==> config.mk <==
export PLATFORM = sky130hd
export DESIGN_NAME = hood_top
export DESIGN_NICKNAME = d
export VERILOG_FILES = /design/src/hood_time_pkg.sv /design/src/hood_mode_pkg.sv /design/src/hood_ifs.sv /design/src/key_decode.sv /design/src/mode_fsm.sv /design/src/time_display.sv /design/src/hood_top.sv
export SDC_FILE = /design/constraint.sdc
export NUM_CORES = 1
export LEC_CHECK = 0
export ABC_CLOCK_PERIOD_IN_PS = 2330
export BUFFER_PORTS_ARGS = -buffer_cell sky130_fd_sc_hd__buf_2
export CAP_MARGIN = 20
export CORE_MARGIN = 2
export CORE_UTILIZATION = 60
export DETAILED_ROUTE_END_ITERATION = 7
export PLACE_DENSITY_LB_ADDON = 0.1
export SLEW_MARGIN = 20
export SYNTH_ARGS = -nofsm -noshare
export SYNTH_HDL_FRONTEND = slang
export SYNTH_SLANG_ARGS = --single-unit
==> constraint.sdc <==
create_clock -name clk -period 2.33 [get_ports clk]
set_input_delay 0.233 -clock clk [delete_from_list [all_inputs] [get_ports clk]]
set_output_delay 0.233 -clock clk [all_outputs]
set_load 0.05 [all_outputs]
==> src/hood_time_pkg.sv <==
package hood_time_pkg;

    // hh:mm:ss, two bcd digits per field
    typedef logic [23:0] bcd_time_t;

    // two-digit bcd seconds, storm and exit-storm countdown
    typedef logic [7:0] bcd_sec_t;

    // three-digit bcd seconds, clean countdown
    typedef logic [11:0] bcd_long_t;

    localparam bcd_sec_t STORM_START = 8'h60;       // 60 s boost / run-on
    localparam bcd_long_t CLEAN_START = 12'h180;    // 180 s self-clean

    // reminder once the hood has worked for an hour
    localparam bcd_time_t REMIND_TIME = 24'h01_00_00;

    localparam int LONG_PRESS_TICKS = 3;            // ticks of held x for power off

    // 100 MHz board clock
    localparam int unsigned TICK_DIV_DEFAULT = 100_000_000;

endpackage

==> src/hood_mode_pkg.sv <==
package hood_mode_pkg;

    typedef enum logic [2:0] {
        SHUTDOWN,
        STANDBY,
        MENU,
        GEAR_ONE,
        GEAR_TWO,
        STORM,       // one-shot boost
        EXIT_STORM,  // run-on before standby
        CLEAN
    } mode_t;

    // low byte of the display word
    typedef logic [7:0] show_code_t;

    localparam show_code_t SHOW_STAN       = 8'h01;
    localparam show_code_t SHOW_MENU       = 8'h02;
    localparam show_code_t SHOW_ONE        = 8'h11;
    localparam show_code_t SHOW_TWO        = 8'h12;
    localparam show_code_t SHOW_THREE      = 8'h13;  // storm screen
    localparam show_code_t SHOW_EXIT_STORM = 8'h14;
    localparam show_code_t SHOW_CLEAN      = 8'h20;

endpackage

==> src/hood_ifs.sv <==
`timescale 1ns/1ps

// key commands, one-cycle registered pulses
interface hood_cmd_if;
    logic power_on;
    logic power_off;
    logic key_w;
    logic key_a;
    logic key_s;
    logic key_d;
    logic key_x;

    modport src (
        output power_on, power_off,
        output key_w, key_a, key_s, key_d, key_x
    );

    modport dst (
        input power_on, power_off,
        input key_w, key_a, key_s, key_d, key_x
    );
endinterface

// mode and countdown handshake between fsm and timers
interface hood_ctrl_if import hood_mode_pkg::*; ();
    mode_t mode;
    logic  storm_load;   // pulse, reload storm count
    logic  clean_load;   // pulse, reload clean count
    logic  storm_done;   // level, storm count at zero
    logic  clean_done;

    modport ctl (
        output mode, storm_load, clean_load,
        input  storm_done, clean_done
    );

    modport tmr (
        input  mode, storm_load, clean_load,
        output storm_done, clean_done
    );
endinterface

==> src/key_decode.sv <==
`timescale 1ns/1ps

module key_decode import hood_time_pkg::*; (
    input  logic clk,
    input  logic rst,
    input  logic btn_w,
    input  logic btn_a,
    input  logic btn_s,
    input  logic btn_d,
    input  logic btn_x,
    input  logic x_release,
    input  logic switch_p,
    input  logic hood_on,
    input  logic tick,
    output logic clear_work,
    hood_cmd_if.src cmd
);

    logic holding;  // x held for power off
    logic [$clog2(LONG_PRESS_TICKS + 1)-1:0] press_cnt;
    logic press_done;

    assign press_done = holding && tick && (int'(press_cnt) == LONG_PRESS_TICKS - 1);

    always_ff @(posedge clk or negedge rst) begin
        if (!rst) begin
            cmd.key_w     <= 1'b0;
            cmd.key_a     <= 1'b0;
            cmd.key_s     <= 1'b0;
            cmd.key_d     <= 1'b0;
            cmd.key_x     <= 1'b0;
            cmd.power_on  <= 1'b0;
            cmd.power_off <= 1'b0;
            clear_work    <= 1'b0;
            holding       <= 1'b0;
            press_cnt     <= '0;
        end else begin
            cmd.key_w <= btn_w & ~switch_p;
            cmd.key_a <= btn_a & ~switch_p;
            cmd.key_s <= btn_s & ~switch_p;
            cmd.key_d <= btn_d & ~switch_p;
            cmd.key_x <= btn_x & ~switch_p;

            cmd.power_on  <= btn_x & switch_p & ~hood_on;  // only from shutdown
            cmd.power_off <= press_done;
            clear_work    <= btn_s & switch_p;

            if (btn_x && switch_p && hood_on && !holding) begin
                holding   <= 1'b1;
                press_cnt <= '0;
            end else if (x_release || !switch_p || !hood_on || press_done) begin
                holding   <= 1'b0;
                press_cnt <= '0;
            end else if (holding && tick) begin
                press_cnt <= press_cnt + 1'b1;
            end
        end
    end

    // power on needs the hood off, a long press needs it on
    a_on_off_excl: assert property (@(posedge clk) disable iff (!rst)
        !(cmd.power_on && cmd.power_off));

endmodule

==> src/mode_fsm.sv <==
`timescale 1ns/1ps

module mode_fsm import hood_mode_pkg::*; (
    input  logic clk,
    input  logic rst,
    output logic hood_on,
    hood_cmd_if.dst  cmd,
    hood_ctrl_if.ctl ctrl
);

    mode_t mode;
    mode_t mode_next;
    logic  storm_once;  // boost already used since power on

    assign ctrl.mode = mode;
    assign hood_on   = (mode != SHUTDOWN);

    always_comb begin
        mode_next       = mode;
        ctrl.storm_load = 1'b0;
        ctrl.clean_load = 1'b0;
        if (cmd.power_off) begin
            mode_next = SHUTDOWN;
        end else begin
            case (mode)
                SHUTDOWN: begin
                    if (cmd.power_on)
                        mode_next = STANDBY;
                end
                STANDBY: begin
                    if (cmd.key_w)
                        mode_next = MENU;
                end
                MENU: begin
                    if (cmd.key_a) begin
                        mode_next = GEAR_ONE;
                    end else if (cmd.key_s) begin
                        mode_next = GEAR_TWO;
                    end else if (cmd.key_d && !storm_once) begin
                        mode_next       = STORM;
                        ctrl.storm_load = 1'b1;
                    end else if (cmd.key_x) begin
                        mode_next       = CLEAN;
                        ctrl.clean_load = 1'b1;
                    end
                end
                GEAR_ONE: begin
                    if (cmd.key_s)
                        mode_next = GEAR_TWO;
                    else if (cmd.key_w)
                        mode_next = STANDBY;
                end
                GEAR_TWO: begin
                    if (cmd.key_a)
                        mode_next = GEAR_ONE;
                    else if (cmd.key_w)
                        mode_next = STANDBY;
                end
                STORM: begin
                    if (cmd.key_w) begin
                        mode_next       = EXIT_STORM;
                        ctrl.storm_load = 1'b1;  // restart count for run-on
                    end else if (ctrl.storm_done) begin
                        mode_next = GEAR_TWO;
                    end
                end
                EXIT_STORM: begin
                    if (ctrl.storm_done)
                        mode_next = STANDBY;
                end
                CLEAN: begin
                    if (ctrl.clean_done)
                        mode_next = STANDBY;
                end
                default: mode_next = SHUTDOWN;
            endcase
        end
    end

    always_ff @(posedge clk or negedge rst) begin
        if (!rst) begin
            mode       <= SHUTDOWN;
            storm_once <= 1'b0;
        end else begin
            mode <= mode_next;
            if (cmd.power_off)
                storm_once <= 1'b0;
            else if (ctrl.storm_load)
                storm_once <= 1'b1;
        end
    end

    // once used, storm may only be reloaded for the run-on
    a_storm_once: assert property (@(posedge clk) disable iff (!rst)
        ctrl.storm_load && storm_once |-> mode == STORM);

    // timer picks up the load in step with the mode change
    a_storm_loaded: assert property (@(posedge clk) disable iff (!rst)
        ctrl.storm_load |=> mode inside {STORM, EXIT_STORM} && !ctrl.storm_done);

endmodule

==> src/time_display.sv <==
`timescale 1ns/1ps

module time_display import hood_time_pkg::*, hood_mode_pkg::*; #(
    parameter int unsigned tick_div = TICK_DIV_DEFAULT
) (
    input  logic        clk,
    input  logic        rst,
    input  logic        clear_work,
    output logic        tick,
    output logic        reminder,
    output logic [31:0] sign,
    hood_ctrl_if.tmr    ctrl
);

    logic [$clog2(tick_div)-1:0] div_cnt;
    bcd_time_t clock_time;
    bcd_time_t work_time;
    bcd_sec_t  storm_cnt;
    bcd_long_t clean_cnt;
    bcd_long_t storm_step;
    bcd_long_t clean_step;
    logic      working;

    // hh:mm:ss plus one second, wraps after 23:59:59
    function automatic bcd_time_t bcd_inc(bcd_time_t t);
        bcd_time_t r;
        r = t;
        if (t[3:0] != 4'd9) begin
            r[3:0] = t[3:0] + 4'd1;
        end else begin
            r[3:0] = 4'd0;
            if (t[7:4] != 4'd5) begin
                r[7:4] = t[7:4] + 4'd1;
            end else begin
                r[7:4] = 4'd0;
                if (t[11:8] != 4'd9) begin
                    r[11:8] = t[11:8] + 4'd1;
                end else begin
                    r[11:8] = 4'd0;
                    if (t[15:12] != 4'd5) begin
                        r[15:12] = t[15:12] + 4'd1;
                    end else begin
                        r[15:12] = 4'd0;
                        if (t[23:16] == 8'h23)
                            r[23:16] = 8'h00;
                        else if (t[19:16] != 4'd9)
                            r[19:16] = t[19:16] + 4'd1;
                        else
                            r[23:16] = {t[23:20] + 4'd1, 4'd0};
                    end
                end
            end
        end
        return r;
    endfunction

    // three-digit bcd minus one, caller keeps it off zero
    function automatic bcd_long_t bcd_dec(bcd_long_t v);
        bcd_long_t r;
        r = v;
        if (v[3:0] != 4'd0) begin
            r[3:0] = v[3:0] - 4'd1;
        end else begin
            r[3:0] = 4'd9;
            if (v[7:4] != 4'd0)
                r[7:4] = v[7:4] - 4'd1;
            else
                r[11:4] = {v[11:8] - 4'd1, 4'd9};
        end
        return r;
    endfunction

    assign storm_step = bcd_dec({4'h0, storm_cnt});
    assign clean_step = bcd_dec(clean_cnt);
    assign working    = ctrl.mode inside {GEAR_ONE, GEAR_TWO, STORM, EXIT_STORM};

    assign ctrl.storm_done = (storm_cnt == '0);
    assign ctrl.clean_done = (clean_cnt == '0);
    assign reminder        = (work_time >= REMIND_TIME);  // bcd keeps numeric order

    always_ff @(posedge clk or negedge rst) begin
        if (!rst) begin
            div_cnt <= '0;
            tick    <= 1'b0;
        end else if (32'(div_cnt) == tick_div - 1) begin
            div_cnt <= '0;
            tick    <= 1'b1;
        end else begin
            div_cnt <= div_cnt + 1'b1;
            tick    <= 1'b0;
        end
    end

    always_ff @(posedge clk or negedge rst) begin
        if (!rst) begin
            clock_time <= '0;
            work_time  <= '0;
        end else if (ctrl.mode == SHUTDOWN) begin
            clock_time <= '0;
            work_time  <= '0;
        end else begin
            if (tick)
                clock_time <= bcd_inc(clock_time);
            if (clear_work || (ctrl.mode == CLEAN && ctrl.clean_done))
                work_time <= '0;
            else if (tick && working)
                work_time <= bcd_inc(work_time);
        end
    end

    always_ff @(posedge clk or negedge rst) begin
        if (!rst) begin
            storm_cnt <= '0;
            clean_cnt <= '0;
        end else begin
            if (ctrl.storm_load)
                storm_cnt <= STORM_START;
            else if (!(ctrl.mode inside {STORM, EXIT_STORM}))
                storm_cnt <= '0;
            else if (tick && !ctrl.storm_done)
                storm_cnt <= storm_step[7:0];

            if (ctrl.clean_load)
                clean_cnt <= CLEAN_START;
            else if (ctrl.mode != CLEAN)
                clean_cnt <= '0;
            else if (tick && !ctrl.clean_done)
                clean_cnt <= clean_step;
        end
    end

    always_ff @(posedge clk or negedge rst) begin
        if (!rst) begin
            sign <= {24'h0, SHOW_STAN};
        end else begin
            case (ctrl.mode)
                MENU:       sign <= {clock_time, SHOW_MENU};
                GEAR_ONE:   sign <= {clock_time, SHOW_ONE};
                GEAR_TWO:   sign <= {clock_time, SHOW_TWO};
                STORM:      sign <= {16'h0, storm_cnt, SHOW_THREE};
                EXIT_STORM: sign <= {16'h0, storm_cnt, SHOW_EXIT_STORM};
                CLEAN:      sign <= {12'h0, clean_cnt, SHOW_CLEAN};
                default:    sign <= {clock_time, SHOW_STAN};  // shutdown, standby
            endcase
        end
    end

    // loads and decrements must keep every digit decimal
    a_bcd_digits: assert property (@(posedge clk) disable iff (!rst)
        storm_cnt[3:0] <= 4'd9 && storm_cnt[7:4] <= 4'd9 &&
        clean_cnt[3:0] <= 4'd9 && clean_cnt[7:4] <= 4'd9 && clean_cnt[11:8] <= 4'd9);

endmodule

==> src/hood_top.sv <==
`timescale 1ns/1ps

module hood_top import hood_time_pkg::*; #(
    parameter int unsigned tick_div = TICK_DIV_DEFAULT
) (
    input  logic        clk,
    input  logic        rst,
    input  logic        btn_w,
    input  logic        btn_a,
    input  logic        btn_s,
    input  logic        btn_d,
    input  logic        btn_x,
    input  logic        x_release,
    input  logic        switch_p,
    output logic [31:0] sign,
    output logic        opening,
    output logic        reminder
);

    logic tick;
    logic clear_work;

    hood_cmd_if  cmd_bus ();
    hood_ctrl_if ctrl_bus ();

    key_decode u_key_decode (
        .clk        (clk),
        .rst        (rst),
        .btn_w      (btn_w),
        .btn_a      (btn_a),
        .btn_s      (btn_s),
        .btn_d      (btn_d),
        .btn_x      (btn_x),
        .x_release  (x_release),
        .switch_p   (switch_p),
        .hood_on    (opening),
        .tick       (tick),
        .clear_work (clear_work),
        .cmd        (cmd_bus.src)
    );

    mode_fsm u_mode_fsm (
        .clk     (clk),
        .rst     (rst),
        .hood_on (opening),  // hood running drives the opening output
        .cmd     (cmd_bus.dst),
        .ctrl    (ctrl_bus.ctl)
    );

    time_display #(
        .tick_div (tick_div)
    ) u_time_display (
        .clk        (clk),
        .rst        (rst),
        .clear_work (clear_work),
        .tick       (tick),
        .reminder   (reminder),
        .sign       (sign),
        .ctrl       (ctrl_bus.tmr)
    );

endmodule

## After elaboration in Yosys (flattened, before gate mapping)

Index checks and enable logic that the tools add are counted.
W data, S select, Z words.

- Register bits: 143
- Input port bits: 9

- Add/subtract/negate cells: 19
- $lt $le $gt $ge: 1
- Equality and inequality tests: 42
- Mux-type cells: 77
- Bitwise operators: 10
- Reductions and logical operators: 50

Operators by type and width:

| cell | count |
|---|---|
| $pmux W32 S6 | 1 |
| $mux W24 | 5 |
| $mux W4 | 18 |
| $mux W8 | 8 |
| $mux W12 | 5 |
| $add A4 B1 Y4 const B | 12 |
| $mux W3 | 14 |
| $mux W20 | 2 |
| $mux W16 | 2 |
| $add A27 B1 Y27 const B | 1 |
| $eq A27 B27 Y1 const B | 1 |
| $mux W27 | 1 |
| $ge A24 B17 Y1 const B | 1 |
| $ne A4 B4 Y1 const B | 6 |
| $pmux W3 S8 | 1 |
| $ne A3 B2 Y1 const B | 7 |
| $ne A3 B3 Y1 const B | 7 |
| $ne A4 B3 Y1 const B | 5 |
| $reduce_bool A4 Y1 | 5 |
| $sub A4 B1 Y4 const B | 5 |
| $reduce_and A6 Y1 | 3 |
| $eq A8 B6 Y1 const B | 2 |
| $mux W1 | 16 |
| $eq A3 B3 Y1 const B | 4 |
| other kinds (23) | 67 |

## Longest topological paths before layout

Gate-level depths: netlist of run 1.

- Depth in word-level cells: 10
- Mapped depth: 8
- Depth with buffers taken out: 7

## Cells and area by module

From an unflattened synthesis of run 1, not the netlist that was laid out.

- Cells, all modules: 762
- Area total of the unflattened synthesis: 7484.7 um2

Modules (own cells, without submodules):

| module | instances | cells each | area each (um2) | seq. area each (um2) |
|---|---|---|---|---|
| time_display | 1 | 673 | 6633.9 | 3129.3 |
| key_decode | 1 | 35 | 432.9 | 275.3 |
| mode_fsm | 1 | 54 | 417.9 | 100.1 |

## Worst setup path before layout of run 1

No wires, ideal clock.

- Path type: flip-flop to flip-flop
- Start: reg u_time_display.clean_cnt[4]
- End: reg u_time_display.work_time[11]
- Library setup time: 0.124 ns
- Arrival time: 2.010 ns
- Data required time: 2.206 ns
- Setup slack: 0.196 ns
- Stages on the path, launching flop included: 8
- Path buffers: 1
- Period minus slack after synthesis: 2.134 ns
- Cell sequence: dfrtp_1 -> inv_1 -> ha_1 -> or3b_4 -> nor4_4 -> buf_2 -> nor3b_1 -> a211o_1

- Word-level cells in the longest chain between the ends: 5

RTL lines:

| what | RTL line | text |
|---|---|---|
| from (decl) | time_display.sv:19 | `bcd_long_t clean_cnt;` |
| from (signal assigned) | time_display.sv:128 | `clean_cnt <= clean_step;` |
| $logic_not A12 Y1 * | time_display.sv:78 | `assign ctrl.clean_done = (clean_cnt == '0);` |
| $logic_and A1 B1 Y1 * | time_display.sv:104 | `if (clear_work \|\| (ctrl.mode == CLEAN && ctrl.clean_done))` |
| $logic_or A1 B1 Y1 * | time_display.sv:104 |  |
| $ne A3 B2 Y1 (no source line), or another cell as far along | -- |  |
| $reduce_and A3 Y1 (no source line) or $mux W24 (tied branches) | -- |  |
| to (signal assigned) | time_display.sv:107 | `work_time <= bcd_inc(work_time);` |
| to (decl) | time_display.sv:17 | `bcd_time_t work_time;` |

Mark *: on every way between the ends. The rest lies on a longest branch, timed or not.
A chain may end at the register's enable or synchronous reset.

## Worst setup path in the final report of run 1

- Start: reg u_time_display.clean_cnt[5]
- End: reg u_time_display.work_time[18]

- Word-level cells in the longest chain between the ends: 5

RTL lines:

| what | RTL line |
|---|---|
| $logic_not A12 Y1 * | time_display.sv:78 |
| $logic_and A1 B1 Y1 * | time_display.sv:104 |
| $logic_or A1 B1 Y1 * | time_display.sv:104 |
| $ne A3 B2 Y1 (no source line), or another cell as far along | -- |
| $reduce_and A5 Y1 (no source line) or $mux W24 (tied branches) | -- |

Marked as above.

==> results of run 1 <==
routing by layer:
layer | share of wire, % | vias to the layer above | track usage [%] | wire [um]
met1 | 45 | 3026 | 37.1 | 7750
met5 | 0 | - | 0 | 0
met2 | 48 | 206 | 43.4 | 8350
li1 | - | 2903 | - | -
met3 | 5.2 | 35 | 5.49 | 898
met4 | 2.2 | 0 | 10.3 | 379
final cells by class:
cell class / count / area, um2
repair buffers: 79 / 520
inverters: 47 / 176
clock buffers: 19 / 443
fillers: 895 / 3300
clock inverters: 13 / 166
multi-input cells: 560 / 3790
flip-flops and latches: 140 / 3500
well taps: 168 / 210
worst max-delay path, stage by stage, from the launching register on:
cell	delay (ns)
dfrtp_1	0.39
inv_2	0.10
ha_4	0.14
or3b_4	0.41
nor4_4	0.39
buf_6	0.18
nor3_1	0.09
a221oi_1	0.30
o22ai_1	0.11
logic make-up (layout without fill, tap and decap cells):
family	count (synthesis)	count (layout)	synth area share, %
compound gates	167	167	14.7
xor+xnor	33	33	3.85
fa+ha+maj	40	40	6.67
buf+inv	69	158	3.93
flops	140	140	46.7
mux	6	6	0.833
other cells	1	3	0.0499
simple gates	311	311	23.2
placed cells by master, fill, tap and decap left out, types with 5 or more instances in the layout:
master | Yosys | layout
a21o_1 | 7 | 7
a21oi_1 | 21 | 21
a22oi_1 | 11 | 11
a31oi_1 | 5 | 5
and3_1 | 14 | 14
and3b_1 | 7 | 7
buf_2 | 5 | 38
buf_4 | 4 | 36
clkbuf_16 | 0 | 17
dfrtp_1 | 139 | 139
ha_1 | 40 | 37
inv_1 | 45 | 43
nand2_1 | 54 | 54
nand2b_1 | 11 | 11
nand3_1 | 38 | 38
nand3b_1 | 6 | 6
nand4_1 | 16 | 16
nor2_1 | 64 | 63
nor2b_1 | 24 | 24
nor3_1 | 21 | 21
nor4_1 | 6 | 6
o211ai_1 | 7 | 7
o21ai_0 | 52 | 51
o22ai_1 | 5 | 5
o31ai_1 | 10 | 10
or2_2 | 7 | 7
or4_1 | 8 | 8
xnor2_1 | 11 | 11
xor2_1 | 22 | 22
Yosys cell counts (3+ instances only):
master,number
nand4_1,16
or4_1,8
a32oi_1,3
o21ai_0,52
a211oi_1,4
xnor2_1,11
nor3_1,21
o31ai_1,10
a21o_1,7
nor3b_1,4
or3_1,3
a22o_1,4
clkbuf_1,10
nor3b_2,4
mux2i_1,4
nand3_1,38
inv_1,45
buf_4,4
xor2_1,22
a21oi_1,21
or2_2,7
and2_1,3
nor2b_1,24
nand2_1,54
dfrtp_1,139
nor4b_1,3
o2111ai_1,4
nand4b_1,4
nor4_1,6
o22ai_1,5
nand2b_1,11
a22oi_1,11
o211ai_1,7
and3b_1,7
a31oi_1,5
ha_1,40
nand3b_1,6
nor2_1,64
o21ai_1,4
buf_2,5
and3_1,14
a2bb2oi_1,4
flip-flops by register name, indices dropped and copies added (netlist names), 2 cells and up:
name / cells
u_key_decode.press_cnt: 2
u_time_display.clean_cnt: 12
u_time_display.work_time: 24
u_mode_fsm.ctrl.mode: 3
u_time_display.sign: 29
u_time_display.div_cnt: 27
u_time_display.clock_time: 24
u_time_display.storm_cnt: 8
through the flow:
step                instance area, um2  worst slack (ns)  total power, uW  hold slack, ns  utilization [%]
floorplan                         7520             0.196             5150         -0.0626                -
global placement                  8080            0.0941             6020           0.359             66.7
detailed placement                8080           -0.0155             6150           0.355             66.7
CTS                               8710            0.0213             8960          0.0431             71.9
global route                      8810           0.00406             9500          0.0452             72.8
finish                            8810            0.0951             8990          0.0538             72.8
repair_timing:
action / in CTS / in global routing
endpoints found under the setup margin: 3 / 15
hold buffers: 1 / 0
endpoints found under the hold margin: 83 / 0
cloned: 0 / 1
buffers inserted: 0 / 4
pin swaps: 0 / 2
resized for setup: 3 / 17
worst max path at each step:
stage / from / endpoint / slack, ns / depth (start not counted)
2_1_floorplan: u_time_display.clean_cnt[4] / u_time_display.work_time[11] / 0.20 / 7
3_3_place_gp: u_time_display.clean_cnt[1] / u_time_display.work_time[11] / 0.09 / 8
3_5_place_dp: u_time_display.clean_cnt[1] / u_time_display.work_time[11] / -0.02 / 8
4_1_cts: u_time_display.clean_cnt[1] / u_time_display.work_time[11] / 0.02 / 8
5_1_grt: u_time_display.clean_cnt[4] / u_time_display.work_time[18] / 0.004 / 8
6_report: u_time_display.clean_cnt[5] / u_time_display.work_time[18] / 0.1 / 8
power breakdown:
| group | switching, uW | total (uW) | internal [uW] |
|---|---|---|---|
| combinational | 2050 | 3150 | 1100 |
| sequential | 307 | 3050 | 2750 |
| clock | 1060 | 2780 | 1720 |
| total | 3420 | 8990 | 5570 |
==> summary.md, run 1 <==
| Metric | Value |
|---|---|
| Status | `complete, no violations` |
| IO buf count | `39` |
| Fin. max-slew vios | `0` |
| CP arrival | `2.53 ns` |
| Layout cells sized above 1 | `17.6%` |
| CTS tree | `done` |
| Vias/cell | `6.01` |
| RSZ-0062 raised after global routing | `no` |
| Total GRT Usage | `27.2%` |
| Max cap viols | `0` |
| Later-pin clock latency in the skew report | `0.42 ns` |
| Routed Antenna Nets | `0` |
| Hold Path Origin | `btn_d` |
| FP Rows | `40` |
| Die Footprint | `13400 um2` |
| DR vias | `6170` |
| R2r worst-path depth | `8` |
| Die span in y | `116 um` |
| Leading area contributor after synthesis | `dfrtp_1` |
| Die X | `116 um` |
| Area Growth Syn to Fin | `17.4%` |
| Worst-path clk slew | `0.06 ns` |
| Drt wl/cell | `16.9 um` |
| CP Capture Type | `flip-flop` |
| Post-Syn Area | `7510 um2` |
| Final count of hold timing violations | `0` |
| Dpl cells | `988` |
| Rel. slew slack | `42.8%` |
| Cell count after synthesis | `767` |
| Yosys cell types | `80` |
| WS Path Type | `flip-flop to flip-flop` |
| Nets | `894` |
| GP Congestion | `0.907` |
| Post-synth EDFFs | `0` |
| Hold Path End | `u_key_decode.cmd.key_d` |
| Worst flop-to-flop path endpoint | `u_time_display.work_time[18]` |
| F_max | `447 MHz` |
| Root buf cell | `clkbuf_16` |
| Synth top area share | `46.3%` |
| Initial drt markers | `466` |
| Main synth FF type | `dfrtp_1` |
| Flop2flop setup slack | `0.1 ns` |
| Number of remaining DRC errors | `0` |
| Hold WC Path Type | `input pin to flip-flop` |
| Final HPWL DP | `12200 um` |
| Clock skew | `0.00815 ns` |
| Slew @ Worst Pin | `0.849 ns` |
| # setup viols final | `0` |
| DRT Wirelength | `17400 um` |
| CP Max Fanout | `7` |
| Setup TNS | `0 ns` |
| Worst VDD drop | `0.762 mV` |
| Final cell count without fillers | `1026` |
| Ant. Diodes | `0` |
| H-tree Lvls | `4` |
| P_leak | `0.00399 uW` |
| Syn Area/Cell | `9.79 um2` |
| Vias in the first global route | `5966` |
| Grt ovf | `0` |
| Initial antenna violation count | `0` |
| Crit path time final | `2.23 ns` |
| Synth area leaders | `dfrtp_1 46%, ha_1 6.7%, o21ai_0 3.5%, nor2_1 3.2%, nand2_1 2.7%` |
| CTS Buffer Depth | `2` |
| Clk sinks | `140` |
| Ports | `43` |
| Hold depth | `2` |
| Drt pass-1 iters | `5` |
| Yosys reg bits | `140` |
| Post-route clock period utilization | `95.9%` |
| Synthesis warning total | `0` |
| Starting density of the core | `62.0%` |
| First-pass GRT wire length | `28600 um` |
| Critical path data required time | `2.63 ns` |
| Register area share after synthesis | `46.7%` |
| R2r startpoint | `u_time_display.clean_cnt[5]` |
| Ys async rst share | `100%` |
| CP startpoint kind | `flip-flop` |
| Pwr/cell area | `1020 nW/um2` |
| Core area | `12100 um2` |
| CTS buffer count | `17` |
| Largest net degree at the start of global routing | `90` |
Note: power is estimated with default switching activity, not from simulation.
==> inputs of run 2 (changes only) <==
--- a/config.mk
+++ b/config.mk
@@ -11,8 +11,9 @@
 export CORE_MARGIN = 2
 export CORE_UTILIZATION = 60
 export DETAILED_ROUTE_END_ITERATION = 7
-export PLACE_DENSITY_LB_ADDON = 0.1
+export PLACE_DENSITY = 0.79
 export SLEW_MARGIN = 20
 export SYNTH_ARGS = -nofsm -noshare
 export SYNTH_HDL_FRONTEND = slang
+export SYNTH_HIERARCHICAL = 1
 export SYNTH_SLANG_ARGS = --single-unit
==> run 2 against run 1 <==
Effect of this change:
- die area decreased by 0.30%
- critical path depth did not move
- global-route usage fell by 2.0 points
- clock skew about the same
- synthesized cell count decreased by 0.65%
- clock power increased by 8.6%
- power shrank 1.4%
- sequential power is essentially flat
- cell area is 1.8% lower
==> summary.md, run 2 <==
| Metric | Value |
|---|---|
| H-tree Lvls | `4 (unchanged)` |
| Dpl cells | `966 (-2.2%)` |
| Final count of hold timing violations | `0 (unchanged)` |
| Rel. slew slack | `52.4% (+9.5 points)` |
| Ys async rst share | `100% (unchanged)` |
| Slew @ Worst Pin | `0.713 ns (-0.136 ns)` |
| Worst VDD drop | `0.673 mV (-12%)` |
| Hold WC Path Type | `input pin to flip-flop` |
| Top reg by flops | `u_time_display/sign` |
| DRT Wirelength | `15600 um (-10%)` |
| Crit path time final | `2.29 ns (+0.0533 ns)` |
| Core area | `12100 um2 (unchanged)` |
| Hold depth | `2 (unchanged)` |
| Cell count after synthesis | `762 (-0.65%)` |
| P_leak | `0.00398 uW (-0.24%)` |
| CTS buffer count | `17 (unchanged)` |
| GP Congestion | `0.902 (-0.54%)` |
| Synth area leaders | `dfrtp_1 46%, ha_1 6.5%, nor2_1 4.3%, nand2_1 3.1%, a21oi_1 2.5%` |
| Routed Antenna Nets | `0 (unchanged)` |
| FP Rows | `40 (unchanged)` |
| GRT busiest layer | `met2` |
| Met2 Resource Use GR | `41.9% (-1.4 points)` |
| Die X | `116 um (-0.15%)` |
| Later-pin clock latency in the skew report | `0.42 ns (about the same)` |
| Hold Slack | `0.0399 ns (-0.0139 ns)` |
| Register area share after synthesis | `46.8% (+0.15 points)` |
| Main synth FF type | `dfrtp_1` |
| Synth top area share | `46.5% (+0.15 points)` |
| Commonest non-fill, non-tap cell in the layout | `dfrtp_1` |
| Fin. max-slew vios | `0 (unchanged)` |
| Clock skew | `0.00819 ns (+0.0000386 ns)` |
| CP startpoint kind | `flip-flop` |
| Synthesis warning total | `6 (+6)` |
| Final cell count without fillers | `1000 (-2.5%)` |
| Status | `complete, no violations` |
| Nets | `867 (-3.0%)` |
| Root buf cell | `clkbuf_16` |
| CP Capture Type | `flip-flop` |
| Worst-path clk slew | `0.06 ns (about the same)` |
| Most numerous cell in the Yosys netlist | `dfrtp_1` |
| Layout cells sized above 1 | `16.9% (-0.65 points)` |
| First-pass GRT wire length | `26800 um (-6.2%)` |
| Yosys cell types | `79 (-1.3%)` |
| Hold Path Origin | `btn_w` |
| Biggest regs | `u_time_display/sign (29), u_time_display/div_cnt (27)` |
| Area Growth Syn to Fin | `15.6%` |
| Worst flop-to-flop path endpoint | `u_time_display/clean_cnt[7]` |
| # setup viols final | `0 (unchanged)` |
| Ant. Diodes | `0 (unchanged)` |
| Max cap viols | `0 (unchanged)` |
| Pwr/cell area | `1030 nW/um2 (+0.49%)` |
| GR Util met1 | `32.6% (-4.6 points)` |
| Most instantiated cells after synthesis | `139 x dfrtp_1, 85 x nor2_1, 61 x nand2_1` |
| RSZ-0062 raised after global routing | `no` |
| Post-CTS Setup Repair Bufs | `0 (unchanged)` |
| R2r worst-path depth | `8 (unchanged)` |
| CP arrival | `2.57 ns (+0.04 ns)` |
| Commonest cells after routing, fill and taps aside | `139 x dfrtp_1, 85 x nor2_1, 61 x nand2_1, 40 x inv_1, 39 x ha_1` |
| Syn Area/Cell | `9.82 um2 (+0.34%)` |
| Hold Path End | `u_key_decode/cmd.key_w` |
| Final core occ | `71.4% (-1.3 points)` |
| Setup TNS | `0 ns (unchanged)` |
| Vias in the first global route | `5758 (-3.5%)` |
| Final HPWL DP | `10700 um (-13%)` |
| Total GRT Usage | `25.2% (-2.0 points)` |
| Drt pass-1 iters | `5 (unchanged)` |
| Initial drt markers | `460 (-1.3%)` |
| Post-synth EDFFs | `0 (unchanged)` |
| Place WS | `0.0876 ns (+0.103 ns)` |
| WS Path Type | `flip-flop to flip-flop` |
| F_max | `437 MHz (-2.3%)` |
| CTS Buffer Depth | `2 (unchanged)` |
| Starting density of the core | `61.8% (-0.20 points)` |
| Final worst setup slack | `0.0418 ns (-0.0533 ns)` |
| Max reg flops | `29 (unchanged)` |
| Die span in y | `116 um (-0.15%)` |
| Clk sinks | `140 (unchanged)` |
| R2r startpoint | `u_mode_fsm/ctrl.mode[1]` |
| Ports | `43 (unchanged)` |
| CP Max Fanout | `8 (+1)` |
| Die Footprint | `13400 um2 (-0.30%)` |
| DR vias | `5798 (-6.0%)` |
| Drt wl/cell | `15.6 um (-8.2%)` |
| IO buf count | `39 (unchanged)` |
| Grt ovf | `0 (unchanged)` |
| Yosys reg bits | `140 (unchanged)` |
| Number of remaining DRC errors | `0 (unchanged)` |
| Critical path data required time | `2.61 ns (-0.02 ns)` |
| Leading area contributor after synthesis | `dfrtp_1` |
| Initial antenna violation count | `0 (unchanged)` |
| Largest net degree at the start of global routing | `67 (-26%)` |
| Post-Syn Area | `7480 um2 (-0.32%)` |
| Post-route clock period utilization | `98.2% (+2.3 points)` |
| Met3 Use GR | `5.18% (-0.31 points)` |
| CTS tree | `done` |
| Flop2flop setup slack | `0.04 ns (-0.05 ns)` |
| Vias/cell | `5.80 (-3.6%)` |
==> run 2: cell count changes in the layout (fill, tap and decap cells not counted), sizes merged, moves of 8 or more <==
cell   previous run  this run
a22o              4        19
nor2             65        85
a22oi            11         0
and3             15         5
o21ai            57        31
nand3            39        30
buf              77        65
and2              3        16
xnor2            11        19
nor2b            24        11
a21oi            21        37
nand2            54        64
xor2             22        12
==> run 2: cells by family (layout without fill, tap and decap cells) <==
| family | Yosys count | after routing | synth area share, % |
|---|---|---|---|
| AOI/OAI and AO/OA | 148 | 148 | 13.6 |
| xor gates and xnor gates | 31 | 31 | 3.63 |
| adders and majority gates | 39 | 39 | 6.52 |
| buffers and inverters | 72 | 140 | 4.20 |
| DFF | 140 | 140 | 46.8 |
| muxes | 14 | 14 | 2.01 |
| other | 1 | 3 | 0.0501 |
| and+or+nand+nor | 317 | 317 | 23.2 |
==> run 2: final cells by class <==
| cell class | count | area [um2] |
|---|---|---|
| clock buffers | 17 | 425 |
| clock inverters | 15 | 236 |
| fillers | 879 | 3460 |
| inverters | 41 | 154 |
| multi-input cells | 552 | 3690 |
| flip-flops and latches | 140 | 3500 |
| well taps | 168 | 210 |
| repair buffers | 67 | 429 |
==> run 2: worst max-delay path by stage <==
stage                                 start  slack (ns)                             to
2_1_floorplan  u_time_display/clock_time[0]        0.29  u_time_display/clock_time[20]
3_3_place_gp   u_time_display/clock_time[0]        0.21  u_time_display/clock_time[20]
3_5_place_dp   u_time_display/clock_time[0]        0.09  u_time_display/clock_time[21]
4_1_cts         u_time_display/work_time[0]        0.06                       reminder
5_1_grt         u_time_display/clean_cnt[4]        0.03   u_time_display/work_time[18]
6_report            u_mode_fsm/ctrl.mode[1]        0.04    u_time_display/clean_cnt[7]
==> run 2: power breakdown <==
group,leakage [uW],switching [uW],total [uW],internal (uW)
clock,0.000313,1100,3020,1920
sequential,0.00187,296,3070,2780
combinational,0.00180,1850,2780,925
total,0.00398,3250,8870,5620
==> run 2: per-stage QoR <==
stage	area (um2)	total power, uW
after floorplan	7490	5090
after global placement	7950	5720
after detailed placement	7950	5830
after CTS	8630	8890
after global routing	8650	9320
final	8650	8870
==> run 2: worst max-delay path: stages, from the launching register on <==
cell and delay [ns]:
dfrtp_1 0.47, nor3b_2 0.26, nand2_1 0.08, nor4b_1 0.52, buf_4 0.23, nand2b_1 0.12, a21oi_1 0.11, a211oi_1 0.29
a21oi_1 0.08
==> run 2: what timing repair did <==
item                                    in CTS  in global routing
hold buffers                                 2                  0
endpoints found under the hold margin       65                  0
gates resized for setup                      0                  4
endpoints found under the setup margin       0                  7
==> run 2: routing by layer <==
layer / up-vias / wire length, um
met1: 2831 / 6900
met5: - / 0
li1: 2789 / -
met4: 0 / 317
met2: 150 / 7730
met3: 28 / 609
